<file path="src/design/inp_map_pkg.sv">
package inp_map_pkg;

    localparam int joy_w      = 16; // raw board joystick word
    localparam int game_joy_w = 10; // joystick word seen by the game
    localparam int buttons    = 2;
    localparam int n_players  = 4;

    // direction nibble, low bits of every joystick word
    localparam int dir_right = 0;
    localparam int dir_left  = 1;
    localparam int dir_down  = 2;
    localparam int dir_up    = 3;

    // control bits sit just above the action buttons
    localparam int start_bit = 6 + (buttons - 2);
    localparam int coin_bit  = 7 + (buttons - 2);
    localparam int pause_bit = 8 + (buttons - 2);

    localparam logic active_low = 1'b1; // game side expects low-true inputs

endpackage

</file>
<file path="src/design/inp_cfg_pkg.sv">
package inp_cfg_pkg;

    // register map, byte addresses
    localparam logic [3:0] addr_ctrl   = 4'h0;
    localparam logic [3:0] addr_status = 4'h4;

    // control register fields
    localparam int ctrl_rot  = 0; // cabinet turned on its side
    localparam int ctrl_flip = 1; // rotation direction
    localparam int ctrl_4way = 2; // 4-way joystick filter
    localparam int ctrl_lock = 3; // block all player inputs

    // status word
    localparam int stat_pause = 0;

endpackage

</file>
<file path="src/design/inp_cfg_apb.sv">
`timescale 1ns/1ps

module inp_cfg_apb (
    input  logic        clk,
    input  logic        rst,
    input  logic        psel,
    input  logic        penable,
    input  logic        pwrite,
    input  logic [3:0]  paddr,
    input  logic [31:0] pwdata,
    output logic [31:0] prdata,
    output logic        pslverr,
    input  logic        game_pause,
    output logic        rot,
    output logic        flip,
    output logic        en4way,
    output logic        lock
);

    logic [3:0]  ctrl_q;
    logic        access;
    logic        hit_ctrl;
    logic        hit_status;
    logic [31:0] status_word;

    assign access     = psel & penable;
    assign hit_ctrl   = paddr == inp_cfg_pkg::addr_ctrl;
    assign hit_status = paddr == inp_cfg_pkg::addr_status;

    always_ff @(posedge clk) begin
        if (rst) begin
            ctrl_q <= '0;
        end else if (access && pwrite && hit_ctrl) begin
            ctrl_q <= pwdata[3:0];
        end
    end

    // live pause state, rest of the word reads as zero
    always_comb begin
        status_word = '0;
        status_word[inp_cfg_pkg::stat_pause] = game_pause;
    end

    always_comb begin
        prdata = '0;
        if (psel && !pwrite) begin
            if (hit_ctrl)
                prdata = {28'd0, ctrl_q};
            else if (hit_status)
                prdata = status_word;
        end
    end

    assign pslverr = access & ~(hit_ctrl | hit_status); // unmapped address

    assign rot    = ctrl_q[inp_cfg_pkg::ctrl_rot];
    assign flip   = ctrl_q[inp_cfg_pkg::ctrl_flip];
    assign en4way = ctrl_q[inp_cfg_pkg::ctrl_4way];
    assign lock   = ctrl_q[inp_cfg_pkg::ctrl_lock];

endmodule

</file>
<file path="src/design/joy_4way_filter.sv">
`timescale 1ns/1ps

module joy_4way_filter (
    input  logic       clk,
    input  logic       rst,
    input  logic       enable,
    input  logic [3:0] dir_in,
    output logic [3:0] dir_out
);

    logic [3:0] last_dir; // last single direction given out
    logic       single;

    assign single = (dir_in != 4'd0) && ((dir_in & (dir_in - 4'd1)) == 4'd0);

    always_comb begin
        dir_out = 4'd0;
        if (!enable || single) begin
            dir_out = dir_in;
        end else if ((dir_in & last_dir) != 4'd0) begin
            dir_out = last_dir; // diagonal keeps the held direction
        end else if (dir_in[inp_map_pkg::dir_up]) begin
            dir_out[inp_map_pkg::dir_up] = 1'b1;
        end else if (dir_in[inp_map_pkg::dir_down]) begin
            dir_out[inp_map_pkg::dir_down] = 1'b1;
        end else if (dir_in[inp_map_pkg::dir_left]) begin
            dir_out[inp_map_pkg::dir_left] = 1'b1;
        end else if (dir_in[inp_map_pkg::dir_right]) begin
            dir_out[inp_map_pkg::dir_right] = 1'b1;
        end
    end

    // no press leaves the memory alone
    always_ff @(posedge clk) begin
        if (rst) begin
            last_dir <= 4'd0;
        end else if (enable && dir_out != 4'd0) begin
            last_dir <= dir_out;
        end else if (single) begin
            last_dir <= dir_in;
        end
    end

endmodule

</file>
<file path="src/design/inp_sync_stage.sv">
`timescale 1ns/1ps

module inp_sync_stage (
    input  logic                        clk,
    input  logic                        rst,
    input  logic [inp_map_pkg::joy_w-1:0] board_joy1,
    input  logic [inp_map_pkg::joy_w-1:0] board_joy2,
    input  logic [inp_map_pkg::joy_w-1:0] board_joy3,
    input  logic [inp_map_pkg::joy_w-1:0] board_joy4,
    input  logic                        board_coin,
    input  logic                        board_start,
    input  logic                        en4way,
    output logic [inp_map_pkg::joy_w-1:0] board_sync1,
    output logic [inp_map_pkg::joy_w-1:0] board_sync2,
    output logic [inp_map_pkg::joy_w-1:0] board_sync3,
    output logic [inp_map_pkg::joy_w-1:0] board_sync4,
    output logic                        coin_sync,
    output logic                        start_sync
);

    localparam int w = inp_map_pkg::joy_w;

    logic [w-1:0] joy_in [4];
    logic [w-1:0] sync1  [4]; // first flop, may be metastable
    logic [w-1:0] sync2  [4];
    logic [w-1:0] joy_out[4];
    logic [1:0]   scalar1, scalar2;

    assign joy_in = '{board_joy1, board_joy2, board_joy3, board_joy4};

    for (genvar p = 0; p < 4; p++) begin : g_player
        always_ff @(posedge clk) begin
            sync1[p] <= joy_in[p];
            sync2[p] <= sync1[p];
        end

        joy_4way_filter u_filter (
            .clk     (clk),
            .rst     (rst),
            .enable  (en4way),
            .dir_in  (sync2[p][3:0]),
            .dir_out (joy_out[p][3:0])
        );

        assign joy_out[p][w-1:4] = sync2[p][w-1:4];
    end

    always_ff @(posedge clk) begin
        scalar1 <= {board_start, board_coin};
        scalar2 <= scalar1;
    end

    assign board_sync1 = joy_out[0];
    assign board_sync2 = joy_out[1];
    assign board_sync3 = joy_out[2];
    assign board_sync4 = joy_out[3];
    assign coin_sync   = scalar2[0];
    assign start_sync  = scalar2[1];

endmodule

</file>
<file path="src/design/inp_merge_stage.sv">
`timescale 1ns/1ps

module inp_merge_stage (
    input  logic                          clk,
    input  logic                          rst,
    input  logic [inp_map_pkg::joy_w-1:0]   board_sync1,
    input  logic [inp_map_pkg::joy_w-1:0]   board_sync2,
    input  logic [inp_map_pkg::joy_w-1:0]   board_sync3,
    input  logic [inp_map_pkg::joy_w-1:0]   board_sync4,
    input  logic                          coin_sync,
    input  logic                          start_sync,
    input  logic [inp_map_pkg::game_joy_w-1:0] key_joy1,
    input  logic [inp_map_pkg::game_joy_w-1:0] key_joy2,
    input  logic [inp_map_pkg::game_joy_w-1:0] key_joy3,
    input  logic [3:0]                    key_coin,
    input  logic [3:0]                    key_start,
    input  logic                          rot,
    input  logic                          flip,
    output logic [inp_map_pkg::game_joy_w-1:0] m_joy1,
    output logic [inp_map_pkg::game_joy_w-1:0] m_joy2,
    output logic [inp_map_pkg::game_joy_w-1:0] m_joy3,
    output logic [inp_map_pkg::game_joy_w-1:0] m_joy4,
    output logic [3:0]                    m_coin,
    output logic [3:0]                    m_start,
    output logic                          m_joy_pause
);

    localparam int gw = inp_map_pkg::game_joy_w;

    function automatic logic [gw-1:0] rotate(input logic [gw-1:0] j, input logic r,
                                             input logic f);
        logic [gw-1:0] res;
        res = j;
        if (r && !f) begin
            res[inp_map_pkg::dir_up]    = j[inp_map_pkg::dir_left];
            res[inp_map_pkg::dir_down]  = j[inp_map_pkg::dir_right];
            res[inp_map_pkg::dir_left]  = j[inp_map_pkg::dir_down];
            res[inp_map_pkg::dir_right] = j[inp_map_pkg::dir_up];
        end else if (r) begin // other way round
            res[inp_map_pkg::dir_up]    = j[inp_map_pkg::dir_right];
            res[inp_map_pkg::dir_down]  = j[inp_map_pkg::dir_left];
            res[inp_map_pkg::dir_left]  = j[inp_map_pkg::dir_up];
            res[inp_map_pkg::dir_right] = j[inp_map_pkg::dir_down];
        end
        return res;
    endfunction

    logic [3:0] coin_all, start_all;

    assign coin_all = {board_sync4[inp_map_pkg::coin_bit], board_sync3[inp_map_pkg::coin_bit],
                       board_sync2[inp_map_pkg::coin_bit], board_sync1[inp_map_pkg::coin_bit]}
                      | key_coin | {3'd0, coin_sync}; // board scalar is player 1 only
    assign start_all = {board_sync4[inp_map_pkg::start_bit], board_sync3[inp_map_pkg::start_bit],
                        board_sync2[inp_map_pkg::start_bit], board_sync1[inp_map_pkg::start_bit]}
                       | key_start | {3'd0, start_sync};

    always_ff @(posedge clk) begin
        if (rst) begin
            m_joy1      <= '0;
            m_joy2      <= '0;
            m_joy3      <= '0;
            m_joy4      <= '0;
            m_coin      <= '0;
            m_start     <= '0;
            m_joy_pause <= 1'b0;
        end else begin
            m_joy1      <= rotate(board_sync1[gw-1:0] | key_joy1, rot, flip);
            m_joy2      <= rotate(board_sync2[gw-1:0] | key_joy2, rot, flip);
            m_joy3      <= rotate(board_sync3[gw-1:0] | key_joy3, rot, flip);
            m_joy4      <= rotate(board_sync4[gw-1:0], rot, flip); // no keyboard for p4
            m_coin      <= coin_all;
            m_start     <= start_all;
            m_joy_pause <= board_sync1[inp_map_pkg::pause_bit]
                         | board_sync2[inp_map_pkg::pause_bit];
        end
    end

endmodule

</file>
<file path="src/design/inp_ctrl_stage.sv">
`timescale 1ns/1ps

module inp_ctrl_stage (
    input  logic                               clk,
    input  logic                               rst,
    input  logic [inp_map_pkg::game_joy_w-1:0] m_joy1,
    input  logic [inp_map_pkg::game_joy_w-1:0] m_joy2,
    input  logic [inp_map_pkg::game_joy_w-1:0] m_joy3,
    input  logic [inp_map_pkg::game_joy_w-1:0] m_joy4,
    input  logic [inp_map_pkg::n_players-1:0]  m_coin,
    input  logic [inp_map_pkg::n_players-1:0]  m_start,
    input  logic                               m_joy_pause,
    input  logic                               key_pause,
    input  logic                               osd_pause,
    input  logic                               key_reset,
    input  logic                               key_service,
    input  logic                               key_test,
    input  logic                               downloading,
    input  logic                               lock,
    output logic [inp_map_pkg::game_joy_w-1:0] game_joy1,
    output logic [inp_map_pkg::game_joy_w-1:0] game_joy2,
    output logic [inp_map_pkg::game_joy_w-1:0] game_joy3,
    output logic [inp_map_pkg::game_joy_w-1:0] game_joy4,
    output logic [inp_map_pkg::n_players-1:0]  game_coin,
    output logic [inp_map_pkg::n_players-1:0]  game_start,
    output logic                               game_service,
    output logic                               game_test,
    output logic                               game_pause,
    output logic                               soft_rst
);

    localparam logic [inp_map_pkg::game_joy_w-1:0] joy_off =
        {inp_map_pkg::game_joy_w{inp_map_pkg::active_low}};
    localparam logic [inp_map_pkg::n_players-1:0] btn_off =
        {inp_map_pkg::n_players{inp_map_pkg::active_low}};

    logic key_pause_q, osd_pause_q, key_reset_q; // keyboard lines, one flop in
    logic last_pause, last_osd, last_reset, last_joypause;
    logic pause_rise;

    assign pause_rise = (key_pause_q & ~last_pause) | (m_joy_pause & ~last_joypause);

    always_ff @(posedge clk) begin
        if (rst) begin
            key_pause_q   <= 1'b0;
            osd_pause_q   <= 1'b0;
            key_reset_q   <= 1'b0;
            last_pause    <= 1'b0;
            last_osd      <= 1'b0;
            last_reset    <= 1'b0;
            last_joypause <= 1'b0;
            game_joy1     <= joy_off;
            game_joy2     <= joy_off;
            game_joy3     <= joy_off;
            game_joy4     <= joy_off;
            game_coin     <= btn_off;
            game_start    <= btn_off;
            game_service  <= inp_map_pkg::active_low;
            game_test     <= 1'b0;
            game_pause    <= 1'b0;
            soft_rst      <= 1'b0;
        end else begin
            key_pause_q   <= key_pause;
            osd_pause_q   <= osd_pause;
            key_reset_q   <= key_reset;
            last_pause    <= key_pause_q;
            last_osd      <= osd_pause_q;
            last_reset    <= key_reset_q;
            last_joypause <= m_joy_pause;

            game_joy1    <= m_joy1 ^ joy_off;
            game_joy2    <= m_joy2 ^ joy_off;
            game_joy3    <= m_joy3 ^ joy_off;
            game_joy4    <= m_joy4 ^ joy_off;
            game_coin    <= m_coin ^ btn_off;
            game_start   <= m_start ^ btn_off;
            game_service <= key_service ^ inp_map_pkg::active_low;
            game_test    <= key_test; // kept active high

            soft_rst <= key_reset_q & ~last_reset;

            if (downloading) begin
                game_pause <= 1'b0;
            end else if (osd_pause_q ^ last_osd) begin
                game_pause <= osd_pause_q; // osd wins over a toggle
            end else if (pause_rise) begin
                game_pause <= ~game_pause;
            end

            if (lock) begin
                game_joy1    <= joy_off;
                game_joy2    <= joy_off;
                game_joy3    <= joy_off;
                game_joy4    <= joy_off;
                game_coin    <= btn_off;
                game_start   <= btn_off;
                game_service <= inp_map_pkg::active_low;
                game_pause   <= 1'b0;
            end
        end
    end

endmodule

</file>
<file path="src/design/inp_top.sv">
`timescale 1ns/1ps

module inp_top (
    input  logic        clk,
    input  logic        rst,
    input  logic        psel,
    input  logic        penable,
    input  logic        pwrite,
    input  logic [3:0]  paddr,
    input  logic [31:0] pwdata,
    output logic [31:0] prdata,
    output logic        pready,
    output logic        pslverr,
    input  logic [15:0] board_joy1,
    input  logic [15:0] board_joy2,
    input  logic [15:0] board_joy3,
    input  logic [15:0] board_joy4,
    input  logic        board_coin,
    input  logic        board_start,
    input  logic [9:0]  key_joy1,
    input  logic [9:0]  key_joy2,
    input  logic [9:0]  key_joy3,
    input  logic [3:0]  key_coin,
    input  logic [3:0]  key_start,
    input  logic        key_service,
    input  logic        key_test,
    input  logic        key_pause,
    input  logic        osd_pause,
    input  logic        key_reset,
    input  logic        downloading,
    output logic [9:0]  game_joy1,
    output logic [9:0]  game_joy2,
    output logic [9:0]  game_joy3,
    output logic [9:0]  game_joy4,
    output logic [3:0]  game_coin,
    output logic [3:0]  game_start,
    output logic        game_service,
    output logic        game_test,
    output logic        game_pause,
    output logic        soft_rst
);

    logic        rot, flip, en4way, lock;
    logic [15:0] board_sync1, board_sync2, board_sync3, board_sync4;
    logic        coin_sync, start_sync;
    logic [9:0]  m_joy1, m_joy2, m_joy3, m_joy4;
    logic [3:0]  m_coin, m_start;
    logic        m_joy_pause;

    assign pready = 1'b1; // no wait states

    inp_cfg_apb u_cfg (
        .clk(clk), .rst(rst), .psel(psel), .penable(penable), .pwrite(pwrite),
        .paddr(paddr), .pwdata(pwdata), .prdata(prdata), .pslverr(pslverr),
        .game_pause(game_pause), .rot(rot), .flip(flip), .en4way(en4way), .lock(lock)
    );

    inp_sync_stage u_sync (
        .clk(clk), .rst(rst),
        .board_joy1(board_joy1), .board_joy2(board_joy2),
        .board_joy3(board_joy3), .board_joy4(board_joy4),
        .board_coin(board_coin), .board_start(board_start), .en4way(en4way),
        .board_sync1(board_sync1), .board_sync2(board_sync2),
        .board_sync3(board_sync3), .board_sync4(board_sync4),
        .coin_sync(coin_sync), .start_sync(start_sync)
    );

    inp_merge_stage u_merge (
        .clk(clk), .rst(rst),
        .board_sync1(board_sync1), .board_sync2(board_sync2),
        .board_sync3(board_sync3), .board_sync4(board_sync4),
        .coin_sync(coin_sync), .start_sync(start_sync),
        .key_joy1(key_joy1), .key_joy2(key_joy2), .key_joy3(key_joy3),
        .key_coin(key_coin), .key_start(key_start), .rot(rot), .flip(flip),
        .m_joy1(m_joy1), .m_joy2(m_joy2), .m_joy3(m_joy3), .m_joy4(m_joy4),
        .m_coin(m_coin), .m_start(m_start), .m_joy_pause(m_joy_pause)
    );

    inp_ctrl_stage u_ctrl (
        .clk(clk), .rst(rst),
        .m_joy1(m_joy1), .m_joy2(m_joy2), .m_joy3(m_joy3), .m_joy4(m_joy4),
        .m_coin(m_coin), .m_start(m_start), .m_joy_pause(m_joy_pause),
        .key_pause(key_pause), .osd_pause(osd_pause), .key_reset(key_reset),
        .key_service(key_service), .key_test(key_test),
        .downloading(downloading), .lock(lock),
        .game_joy1(game_joy1), .game_joy2(game_joy2),
        .game_joy3(game_joy3), .game_joy4(game_joy4),
        .game_coin(game_coin), .game_start(game_start),
        .game_service(game_service), .game_test(game_test),
        .game_pause(game_pause), .soft_rst(soft_rst)
    );

endmodule

</file>
<file path="config.mk">
export PLATFORM = sky130hd
export DESIGN_NAME = inp_top
export DESIGN_NICKNAME = d
export VERILOG_FILES = /design/src/design/inp_map_pkg.sv /design/src/design/inp_cfg_pkg.sv /design/src/design/inp_cfg_apb.sv /design/src/design/joy_4way_filter.sv /design/src/design/inp_sync_stage.sv /design/src/design/inp_merge_stage.sv /design/src/design/inp_ctrl_stage.sv /design/src/design/inp_top.sv
export SDC_FILE = /design/constraint.sdc
export NUM_CORES = 1
export LEC_CHECK = 0
export ABC_AREA = 1
export BUFFER_PORTS_ARGS = -buffer_cell sky130_fd_sc_hd__buf_2
export CAP_MARGIN = 30
export CORE_MARGIN = 2
export CORE_UTILIZATION = 53
export CTS_CLUSTER_SIZE = 16
export DETAILED_ROUTE_END_ITERATION = 12
export HOLD_SLACK_MARGIN = 0.12
export PLACE_DENSITY = 0.92
export SLEW_MARGIN = 25
export SYNTH_ARGS = -nofsm -noshare
export SYNTH_HDL_FRONTEND = slang
export SYNTH_SLANG_ARGS = --single-unit
</file>
<file path="constraint.sdc">
create_clock -name clk -period 3.3 [get_ports clk]
set_input_delay 0.495 -clock clk [delete_from_list [all_inputs] [get_ports clk]]
set_output_delay 0.495 -clock clk [all_outputs]
set_load 0.02 [all_outputs]
</file>
==> metrics.cfg <==
[placement]
port_buffers = 155
place_congestion = 0.908
dp_hpwl_um = 9720

[worst_setup_path]
r2r_end = u_merge.m_joy1[0]$_SDFF_PP0_
end_kind = output port
critPathKind = reg2out
crit_slowest_cell = dfxtp_1
reg2reg_slack_ps = 1410
crit_required_ps = 2800
worstPathArrival_ps = 2010
r2r_start = u_cfg.ctrl_q[2]$_SDFFE_PP0P_
r2r_cells = 8
worstPathCellList = inv_1 -> nor4_1 -> buf_2
cpPeakStageDelay_ps = 660
critPathLaunchType = flip-flop
worstPathMaxFanout = 11

[grt]
grtUsageTotal_pct = 20.4
grtUsageMet1_pct = 22.3
top_usage_layer = met2
grt_max_degree = 35
grt_antenna_before_repair = 1
global_route.usage.met2_pct = 38.7
grt_pass1_vias = 5261
grt_overflow = 0
met3_usage_pct = 3.76
grt_pass1_wl_um = 23600

[detailed_routing]
drt_first_iter_violations = 399
dr.pass1.iters = 5
ant_nets = 0
drc = 0
routed_wl_um = 14700
vias = 5536
avgRoutedWirePerCell_um = 12.3
via_per_inst = 4.64

[cells_and_area]
final_common_cell = nand2_1
fillers = 966
drive_above_1_share_pct = 21.4
syn2layout_area_growth_pct = 27.3
multi_input_area_mm2 = 0.00210
n_antenna_cell = 0
post-route-util_pct = 69.4
layout_common_cells = 237 x nand2_1, 212 x dfxtp_1, 155 x buf_2
seq_area_mm2 = 0.00424
nets = 1159

[clock_network]
cts_tree = built
cts_root_buf = clkbuf_16
path_clk_slew_ps = 50
postCtsSetupRepairBufs = 0
h-tree-depth = 1
cts_sinks = 212
cts_resized = 0
hold_buffers = 40
clock_latency_ps = 480
cts_buffer_depth = 3
numCtsBuffers = 21

[timing]
min_period_over_period_pct = 76.0
post-route-min-period_ps = 2510
skew_ps = 9.42
fmax_mhz = 399
rsz0062_at_grt = false
setup_viol = 0
tightestPinTransition_ps = 641
hold_viol = 0
maxSlewViolCount = 0
final.setup.tns_ps = 0
relSlewSlack_pct = 57.2

[logic_synthesis]
syn_inst = 806
synthArstFlopShare_pct = 0
synth_ff_type = dfxtp_1
synth-warning-count = 0
synth_cell_type_count = 27
syn_avg_cell_area_um2 = 8.57
synth_edf_count = 0
synth_seq_area_share_pct = 61.5
synth_area_mm2 = 0.00690
ys_ff_latch = 212

[floorplan]
die_x_um = 118
design.die.area_mm2 = 0.0140
rows = 41
coreArea_mm2 = 0.0127
dieHeight_um = 118
ioPinCount = 237
initial_core_util_pct = 54.5

[job]
max_cap_viol_count = 0

[power_and_ir_drop]
power.density_mw_per_mm2 = 622
power.leakage_nw = 4.44
vdd_drop_max_v = 0.000443

[hold_path]
hold_path_depth = 2
hold_path_end = u_ctrl.game_service$_SDFF_PP1_
hp-class = in2reg
min_from = key_service

[outcome]
status = complete, no violations

==> how the worst max path moves through the flow <==
stage,start,end,slack (ps),cells past startpoint
6_report,u_cfg.ctrl_q[2]$_SDFFE_PP0P_,prdata[2],790,3
5_1_grt,u_cfg.ctrl_q[2]$_SDFFE_PP0P_,prdata[2],620,3
4_1_cts,u_cfg.ctrl_q[2]$_SDFFE_PP0P_,prdata[2],790,3
3_5_place_dp,u_cfg.ctrl_q[2]$_SDFFE_PP0P_,prdata[2],1300,3
3_3_place_gp,rst,u_ctrl.game_joy4[0]$_SDFF_PP1_,1290,3
2_1_floorplan,paddr[1],prdata[2],1430,3
==> metal layers <==
layer	vias to the layer above	share of wire (%)	wire (um)
li1	2812	-	-
met1	2500	39	5670
met2	192	53	7730
met3	30	6.2	904
met4	2	2.5	371
met5	-	0.075	11
==> synthesized netlist by cell type, types with 2 or more instances <==
cell / n / area [um2]
buf_4: 30 / 225
a21oi_2: 3 / 26.3
inv_1: 88 / 330
nand2_1: 237 / 890
clkbuf_1: 4 / 15.0
nand2_2: 11 / 68.8
conb_1: 2 / 7.51
nand3_2: 9 / 90.1
inv_2: 3 / 11.3
o21ai_0: 15 / 75.1
nor2_2: 4 / 25.0
a21oi_1: 7 / 35.0
nor3_1: 6 / 30.0
buf_1: 5 / 18.8
buf_6: 4 / 45.0
nor2_1: 90 / 338
nand3_1: 51 / 255
dfxtp_1: 212 / 4240
o211ai_1: 13 / 97.6
buf_2: 4 / 20.0
nand4_1: 2 / 12.5
==> where the power goes <==
part	switching (W)	internal [W]	total [W]
sequential	0.0000607	0.00271	0.00277
clock	0.000899	0.00132	0.00222
combinational	0.000285	0.000189	0.000474
total	0.00125	0.00422	0.00547
==> flip-flops by register name, summed over array words and instances, names as in the netlist, 10 cells and up <==
name / cells
u_ctrl.game_joy1: 10
u_sync.sync1: 40
u_ctrl.game_joy4: 10
u_ctrl.game_joy2: 10
u_merge.m_joy2: 10
u_sync.g_player.u_filter.last_dir: 16
u_sync.sync2: 40
u_merge.m_joy1: 10
u_merge.m_joy4: 10
u_ctrl.game_joy3: 10
u_merge.m_joy3: 10
==> critical path, delay by kind of cell (launching register included) <==
kind | cells | cell delay [ps]
buffers and inverters | 2 | 550
DFF | 1 | 660
and+or+nand+nor | 1 | 330
==> kinds of logic (layout without fill, tap and decap cells) <==
| kind of cell | count (synthesis) | after routing | share of synthesized area (%) |
|---|---|---|---|
| DFF | 212 | 212 | 61.5 |
| AOI/OAI and AO/OA | 41 | 41 | 3.72 |
| and+or+nand+nor | 412 | 412 | 25.0 |
| other | 2 | 29 | 0.109 |
| buffers and inverters | 139 | 327 | 9.75 |
==> metrics by stage <==
| stage | area [um2] | hold slack [ps] | std cells | total power (W) | setup WS, ps |
|---|---|---|---|---|---|
| final | 8790 | 191 | 1193 | 0.00547 | 791 |
| after global routing | 8790 | 189 | 1193 | 0.00569 | 620 |
| after CTS | 8750 | 122 | 1190 | 0.00550 | 785 |
| after detailed placement | 7710 | 312 | 1114 | 0.00325 | 1300 |
| after global placement | 7680 | 310 | 1113 | 0.00323 | 1290 |
| after floorplan | 7010 | 310 | 833 | 0.00313 | 1430 |
==> final cells by class <==
| type | count | area share [%] |
|---|---|---|
| clock inverters | 4 | 0.555 |
| well taps | 172 | 2.45 |
| repair buffers | 200 | 14.2 |
| flip-flops and latches | 212 | 48.3 |
| inverters | 91 | 3.89 |
| clock buffers | 32 | 6.79 |
| multi-input cells | 482 | 23.9 |
Power figures use the tool's default switching activity.
